**config.mk**
```make
export PLATFORM = sky130hd
export DESIGN_NAME = mem_request_top
export DESIGN_NICKNAME = d
export VERILOG_FILES = /design/src/common/core_types_pkg.sv /design/src/common/mem_req_pkg.sv /design/src/common/data_req_if.sv /design/src/fetch/fetch_tracker.sv /design/src/logic/data_tracker.sv /design/src/logic/mem_request_top.sv /design/src/logic/req_combiner.sv
export VERILOG_INCLUDE_DIRS = /design/src /design/src/common
export SDC_FILE = /design/constraint.sdc
export NUM_CORES = 1
export LEC_CHECK = 0
export ABC_AREA = 1
export ABC_CLOCK_PERIOD_IN_PS = 6440
export BUFFER_PORTS_ARGS = -buffer_cell sky130_fd_sc_hd__buf_4
export CAP_MARGIN = 20
export CORE_UTILIZATION = 40
export CTS_CLUSTER_SIZE = 20
export DETAILED_ROUTE_END_ITERATION = 8
export HOLD_SLACK_MARGIN = 0.15
export PLACE_DENSITY = 0.67
export SLEW_MARGIN = 10
export SYNTH_ARGS = -nofsm -noshare
export SYNTH_HDL_FRONTEND = slang
export SYNTH_SLANG_ARGS = --single-unit
```
**constraint.sdc**
```tcl
create_clock -name clk -period 6.44 [get_ports clk]
set_clock_uncertainty 0.15 [all_clocks]
set_input_delay 0.966 -clock clk [delete_from_list [all_inputs] [get_ports clk]]
set_output_delay 0.966 -clock clk [all_outputs]
set_load 0.02 [all_outputs]
```
**src/common/req_macros.svh**
```systemverilog
`ifndef REQ_MACROS_SVH
`define REQ_MACROS_SVH

// Width of every instruction, address and data word
`define XLEN 32

// Returned by instruction memory when no new instruction is ready
`define FETCH_MISS 32'hBAD1_BAD1

`define BUBBLE_WORD {`XLEN{1'b0}}

`endif

```
**src/common/core_types_pkg.sv**
```systemverilog
`include "req_macros.svh"

package core_types_pkg;

    typedef logic [`XLEN-1:0] instr_word_t;

    // Which instruction word goes on to decode
    typedef enum logic [1:0] {
        FETCH_HELD   = 2'd0, // Replay the latched word
        FETCH_BUBBLE = 2'd1, // Send a no-op
        FETCH_NEW    = 2'd2  // Pass the incoming word
    } fetch_sel_e;

endpackage

```
**src/common/mem_req_pkg.sv**
```systemverilog
`include "req_macros.svh"

package mem_req_pkg;

    typedef logic [`XLEN-1:0] addr_word_t;

    typedef enum logic [1:0] {
        ADDR_BRANCH = 2'd0, // Branch target pc plus imm
        ADDR_DATA   = 2'd1,
        ADDR_PC     = 2'd2
    } addr_src_e;

endpackage

```
**src/common/data_req_if.sv**
```systemverilog
`timescale 1ns/1ps

interface data_req_if;

    logic mem_read;
    logic mem_write;
    logic access_d1; // Read or write one cycle ago
    logic access_d2; // Read or write two cycles ago
    logic new_access;
    logic freeze;

    modport tracker (
        output mem_read, mem_write, access_d1, access_d2, new_access, freeze
    );

    modport user (
        input mem_read, mem_write, access_d1, access_d2, new_access, freeze
    );

endinterface

```
**src/fetch/fetch_tracker.sv**
```systemverilog
`timescale 1ns/1ps
`include "req_macros.svh"

module fetch_tracker
    import core_types_pkg::*;
(
    input  logic        clk,
    input  logic        rst,
    input  instr_word_t instruction_in,
    input  logic        mem_read,
    input  logic        mem_write,
    input  logic        mul_en,
    input  logic        ack_mul,
    input  logic        zero_multi,
    data_req_if.user    dreq,
    output fetch_sel_e  fetch_sel,
    output instr_word_t held_instr
);

    instr_word_t latched_instr;
    instr_word_t latched_next;
    logic        mul_en_d1;
    logic        zero_multi_d1;
    logic        ack_mul_d1;
    logic        ack_mul_d2;
    logic        access_now;
    logic        is_marker;
    logic        mul_stall;
    logic        same_word;
    logic        miss_after_word;
    logic        repeat_access;
    logic        first_mul_ack;

    always_ff @(posedge clk or posedge rst) begin
        if (rst) begin
            latched_instr <= `BUBBLE_WORD;
            mul_en_d1     <= 1'b0;
            zero_multi_d1 <= 1'b0;
            ack_mul_d1    <= 1'b0;
            ack_mul_d2    <= 1'b0;
        end else begin
            latched_instr <= latched_next;
            mul_en_d1     <= mul_en;
            zero_multi_d1 <= zero_multi;
            ack_mul_d1    <= ack_mul;
            ack_mul_d2    <= ack_mul_d1;
        end
    end

    assign access_now = mem_read || mem_write;
    assign is_marker  = (instruction_in == `FETCH_MISS);

    // Multiply started last cycle and has not reported a zero operand
    assign mul_stall = mul_en_d1 && !zero_multi_d1;

    assign same_word       = (latched_instr == instruction_in) && !dreq.access_d1;
    assign miss_after_word = (latched_instr != `BUBBLE_WORD) && is_marker && !dreq.access_d1;

    // Same strobe still asserted from the previous cycle
    assign repeat_access = access_now && dreq.access_d1;

    // Only the first cycle after ack_mul rose counts here
    assign first_mul_ack = ack_mul_d1 && !ack_mul_d2 && (dreq.mem_read || dreq.mem_write);

    always_comb begin
        if (dreq.access_d1 || mul_stall) begin
            fetch_sel = FETCH_HELD;
        end else if (zero_multi_d1 || same_word || miss_after_word) begin
            fetch_sel = FETCH_BUBBLE;
        end else begin
            fetch_sel = FETCH_NEW;
        end
    end

    always_comb begin
        if (mul_en && !ack_mul && !ack_mul_d1) begin
            latched_next = latched_instr; // Multiply still running
        end else if (repeat_access) begin
            if (dreq.access_d2 && !dreq.freeze) begin
                latched_next = `BUBBLE_WORD; // Second stage done, access retires
            end else begin
                latched_next = latched_instr;
            end
        end else if (!is_marker) begin
            latched_next = instruction_in;
        end else if (first_mul_ack) begin
            latched_next = latched_instr;
        end else begin
            latched_next = `BUBBLE_WORD;
        end
    end

    assign held_instr = latched_instr;

endmodule

```
**src/logic/data_tracker.sv**
```systemverilog
`timescale 1ns/1ps

module data_tracker (
    input  logic        clk,
    input  logic        rst,
    input  logic        mem_read,
    input  logic        mem_write,
    input  logic        d_ack,
    data_req_if.tracker dreq
);

    logic read_d1;
    logic read_d2;
    logic write_d1;
    logic write_d2;
    logic access_now;

    // Two stages of strobe history
    always_ff @(posedge clk or posedge rst) begin
        if (rst) begin
            read_d1  <= 1'b0;
            read_d2  <= 1'b0;
            write_d1 <= 1'b0;
            write_d2 <= 1'b0;
        end else begin
            read_d1  <= mem_read;
            read_d2  <= read_d1;
            write_d1 <= mem_write;
            write_d2 <= write_d1;
        end
    end

    assign access_now = mem_read || mem_write;

    assign dreq.mem_read  = mem_read;
    assign dreq.mem_write = mem_write;
    assign dreq.access_d1 = read_d1 || write_d1;
    assign dreq.access_d2 = read_d2 || write_d2;

    // A strobe with no access two cycles back starts a fresh two-cycle access
    assign dreq.new_access = access_now && !dreq.access_d2;

    // Memory back-pressure freezes the core regardless of history
    assign dreq.freeze = !d_ack || dreq.new_access;

endmodule

```
**src/logic/mem_request_top.sv**
```systemverilog
`timescale 1ns/1ps
`include "req_macros.svh"

module mem_request_top
    import core_types_pkg::*;
    import mem_req_pkg::*;
(
    input  logic             clk,
    input  logic             rst,
    input  logic             i_ack, // Fetch validity comes from the miss marker
    input  logic             d_ack,
    input  addr_word_t       imm,
    input  logic             branch_taken,
    input  instr_word_t      instruction_in,
    input  addr_word_t       pc,
    input  addr_word_t       mem_address,
    input  logic [`XLEN-1:0] stored_data,
    input  logic             mem_read,
    input  logic             mem_write,
    input  logic             mul_en,
    input  logic             ack_mul,
    input  logic             zero_multi,
    output addr_word_t       final_address,
    output instr_word_t      instruction_out,
    output logic [`XLEN-1:0] mem_store,
    output logic             freeze,
    output logic             mem_read_request,
    output logic             mem_write_request
);

    fetch_sel_e  fetch_sel;
    instr_word_t held_instr;

    data_req_if dreq_if ();

    data_tracker data_tracker_i (
        .clk       (clk),
        .rst       (rst),
        .mem_read  (mem_read),
        .mem_write (mem_write),
        .d_ack     (d_ack),
        .dreq      (dreq_if.tracker)
    );

    fetch_tracker fetch_tracker_i (
        .clk            (clk),
        .rst            (rst),
        .instruction_in (instruction_in),
        .mem_read       (mem_read),
        .mem_write      (mem_write),
        .mul_en         (mul_en),
        .ack_mul        (ack_mul),
        .zero_multi     (zero_multi),
        .dreq           (dreq_if.user),
        .fetch_sel      (fetch_sel),
        .held_instr     (held_instr)
    );

    req_combiner req_combiner_i (
        .rst               (rst),
        .pc                (pc),
        .imm               (imm),
        .mem_address       (mem_address),
        .stored_data       (stored_data),
        .branch_taken      (branch_taken),
        .instruction_in    (instruction_in),
        .mem_read          (mem_read),
        .mem_write         (mem_write),
        .fetch_sel         (fetch_sel),
        .held_instr        (held_instr),
        .dreq              (dreq_if.user),
        .final_address     (final_address),
        .instruction_out   (instruction_out),
        .mem_store         (mem_store),
        .freeze            (freeze),
        .mem_read_request  (mem_read_request),
        .mem_write_request (mem_write_request)
    );

endmodule

```
**src/logic/req_combiner.sv**
```systemverilog
`timescale 1ns/1ps
`include "req_macros.svh"

module req_combiner
    import core_types_pkg::*;
    import mem_req_pkg::*;
(
    input  logic        rst,
    input  addr_word_t  pc,
    input  addr_word_t  imm,
    input  addr_word_t  mem_address,
    input  logic [`XLEN-1:0] stored_data,
    input  logic        branch_taken,
    input  instr_word_t instruction_in,
    input  logic        mem_read,
    input  logic        mem_write,
    input  fetch_sel_e  fetch_sel,
    input  instr_word_t held_instr,
    data_req_if.user    dreq,
    output addr_word_t  final_address,
    output instr_word_t instruction_out,
    output logic [`XLEN-1:0] mem_store,
    output logic        freeze,
    output logic        mem_read_request,
    output logic        mem_write_request
);

    addr_word_t branch_target;
    addr_src_e  addr_src;

    assign branch_target = pc + imm;

    // Branch redirect wins over a data access
    always_comb begin
        if (branch_taken) begin
            addr_src = ADDR_BRANCH;
        end else if (dreq.new_access) begin
            addr_src = ADDR_DATA;
        end else begin
            addr_src = ADDR_PC;
        end
    end

    always_comb begin
        if (rst) begin
            final_address = pc;
        end else begin
            case (addr_src)
                ADDR_BRANCH: final_address = branch_target;
                ADDR_DATA:   final_address = mem_address;
                default:     final_address = pc;
            endcase
        end
    end

    always_comb begin
        case (fetch_sel)
            FETCH_HELD:   instruction_out = held_instr;
            FETCH_BUBBLE: instruction_out = `BUBBLE_WORD;
            default: begin
                // A miss falls back to the last good word
                if (instruction_in == `FETCH_MISS) begin
                    instruction_out = held_instr;
                end else begin
                    instruction_out = instruction_in;
                end
            end
        endcase
    end

    assign mem_store         = stored_data;
    assign freeze            = dreq.freeze;
    assign mem_read_request  = mem_read;
    assign mem_write_request = mem_write;

endmodule

```
==> run metrics <==
area post-placement around 0.0074 mm2; Most used DFF post-synth dfrtp_1; post-synthesis cell count 1096; CTS tree built; Reg clk slew, reported paths around 0.060 ns; worst setup margin about 2.2 ns; Top Family by Delay on Critical Path simple AND/OR/NAND/NOR gates; post-synthesis sequential area ratio ~17%; number of vias per cell about 5.0; area growth from synthesis to layout 26.5%; critical-path cell list buf_4 -> ha_1 -> inv_1 -> fa_1 -> inv_1 -> nand3_1 -> nand3_1 -> nand2_1 -> nand2_1 -> nand2_1 -> nand2_1 -> nand2_1 -> nand3_1 -> nand3_1 -> a21oi_1 -> buf_4; fin nets ~1500; Setup crit end kind output pin; Place WS approximately 2.2 ns; Initial Utilization 41.2%; Slew HR 31.6%; fillers 1547; 1st-iter DRT viols 560; Cell Rows 44; Yosys cell types 38; vias in the first global route between 6000 and 7000; Post-CTS Resized 0; synthesized area between 0.006 and 0.007 mm2; DRC Markers 0; Tot GR Track Use approximately 25%; core area 0.0146 mm2; Pleak 4.44 nW; crit-path most repeated cell nand2_1; post-CTS repair timing setup buffer count 0; outcome finished, final reports clean; most frequent cells in the layout nand2_1 (429), buf_4 (209), inv_1 (152); diodes inserted 0; Syn Nets 1298; Root Driver clkbuf_16; PwrDens approximately 160 mW/mm2; grt total ovfl 0; input/output buffers 203; layout cells sized above 1 between 10% and 20%; largest net degree at the start of global routing 57; initial antenna violation count 0; vias after detailed routing a little over 7000; htree depth 2; critical path data arrival time just over 3 ns; Clock Path Buffers 2; critical path type primary input to output pin; total of max-cap violations 0; clk sinks 40; Yosys reg bits 40; RSZ-0062 raised after global routing no; YS warnings 0; commonest non-fill, non-tap cell in the layout nand2_1; Final Hold Fails 0; first-pass GRT wire length ~32 mm; startpoint types primary input; Routed Antenna Nets 0; GPL Wtd Cong 0.902; Max FO, Critical Path 5; syn avg cell area between 5 and 6 um2; Chip Width 125 um; Total Wirelength ~20 mm; Worst Hold Class register to register; Slew Viols, Final 0; final setup TNS 0 ns; Worst path slowest cell fa_1; First-pass DRT Iterations 6; Routed WL per cell ~14 um; slew at the pin closest to its max-slew limit around 1.0 ns; CP Buf/Inv Count 4; WP data required 5.32 ns; hold-fix buffers at CTS 0; io pins approximately 270; Tot Pwr roughly 0.0012 W; asr flop ratio synth 100%; CTS Buf Count 5; hpwl dp ~16 mm; cell area after layout 0.00760 mm2; slowest stage delay, CP around 0.4 ns; VDD IR-drop max about 0.15 mV; # setup viols final 0; clock latency on the worst-skew pair between 0.2 and 0.3 ns; DIE AREA ~0.016 mm2; Period Utilization, post-route between 60% and 70%; min Tclk post-route around 4.2 ns; EDFF count, synth 0; f_max around 0.24 GHz; height of the die approximately 120 um
-- final timing paths --
| kind | from | end | slack (ns) | depth (start not counted) |
|---|---|---|---|---|
| max | pc[0] | final_address[28] | 2.22 | 16 |
| min | data_tracker_i.read_d1 | data_tracker_i.read_d2 | 0.23 | 0 |
| max reg2reg | data_tracker_i.write_d1 | fetch_tracker_i.held_instr[21] | 3.83 | 6 |
| min reg2reg | data_tracker_i.read_d1 | data_tracker_i.read_d2 | 0.23 | 0 |
| max in group asynchronous | rst | fetch_tracker_i.held_instr[20] | 4.83 | 3 |
| min in group asynchronous | rst | data_tracker_i.read_d2 | 0.82 | 3 |
-- final cells by class --
cell class | instances | area (um2) | area share [%]
multi-input combinational | 837 | 4030 | 53.0
tap | 184 | 230 | 3.03
sequential | 40 | 1000 | 13.2
clock inverter | 1 | 30.0 | 0.395
inverter | 156 | 586 | 7.70
clock buffer | 7 | 153 | 2.01
timing repair buffer | 209 | 1570 | 20.6
-- flip-flops by register name (all words and copies together), names as in the netlist --
| signal | cells |
|---|---|
| data_tracker_i.read_d2 | 1 |
| fetch_tracker_i.zero_multi_d1 | 1 |
| fetch_tracker_i.held_instr | 32 |
| data_tracker_i.write_d2 | 1 |
| fetch_tracker_i.mul_en_d1 | 1 |
| data_tracker_i.write_d1 | 1 |
| fetch_tracker_i.ack_mul_d1 | 1 |
| fetch_tracker_i.ack_mul_d2 | 1 |
| data_tracker_i.read_d1 | 1 |
-- cell families (layout without fill, tap and decap cells) --
group / count (synthesis) / count (layout) / synth area share, %
xor gates and xnor gates: 21 / 21 / 3.06
DFF: 40 / 40 / 16.7
adders and majority gates: 32 / 32 / 6.79
and+or+nand+nor: 666 / 666 / 45.8
buffers and inverters: 219 / 373 / 16.3
AOI/OAI and AO/OA: 118 / 118 / 11.4
-- metal layers --
layer	part of all wire [%]	track usage, %
met5	0	0
met4	1.9	7.73
met3	5.8	3.39
met2	48	44.4
met1	45	32.0
-- worst reg2reg max path: cells and delay by family (launching register included) --
kind                   cells  cell delay [ns]
and+or+nand+nor            3             0.65
AOI/OAI and AO/OA          2             0.81
buffers and inverters      1             0.50
DFF                        1             0.38
-- stage by stage --
step	utilization [%]	instances	hold WS, ns
2_1_floorplan	-	1096	0.204
3_3_place_gp	50.8	1426	0.211
3_5_place_dp	50.8	1426	0.213
4_1_cts	52.1	1434	0.227
5_1_grt	52.1	1434	0.245
6_report	52.1	1434	0.226
-- Yosys cell counts (3+ instances only) --
library cell  number  area, um2
a21o_1             4       30.0
a21oi_1           55        275
buf_2             12       60.1
buf_4             34        255
clkbuf_1          13       48.8
dfrtp_1           40       1000
ha_1              31        388
inv_1            152        571
nand2_1          429       1610
nand3_1           99        495
nand3b_1           4       30.0
nand4_1           18        113
nor2_1            88        330
nor3_1            13       65.1
nor4_1             6       37.5
o21ai_0           31        155
o21ai_1            4       20.0
o21ai_2           10       87.6
o21bai_1           5       37.5
o31ai_1            3       22.5
xnor2_1            3       26.3
xor2_1            18        158
-- report_power, final --
group / total [W] / switching (W) / internal (W)
logic: 0.000603 / 0.000358 / 0.000245
registers: 0.000304 / 0.0000282 / 0.000276
clock network: 0.000309 / 0.000105 / 0.000204
total: 0.00122 / 0.000492 / 0.000725
Note: power is estimated with default switching activity, not from simulation.
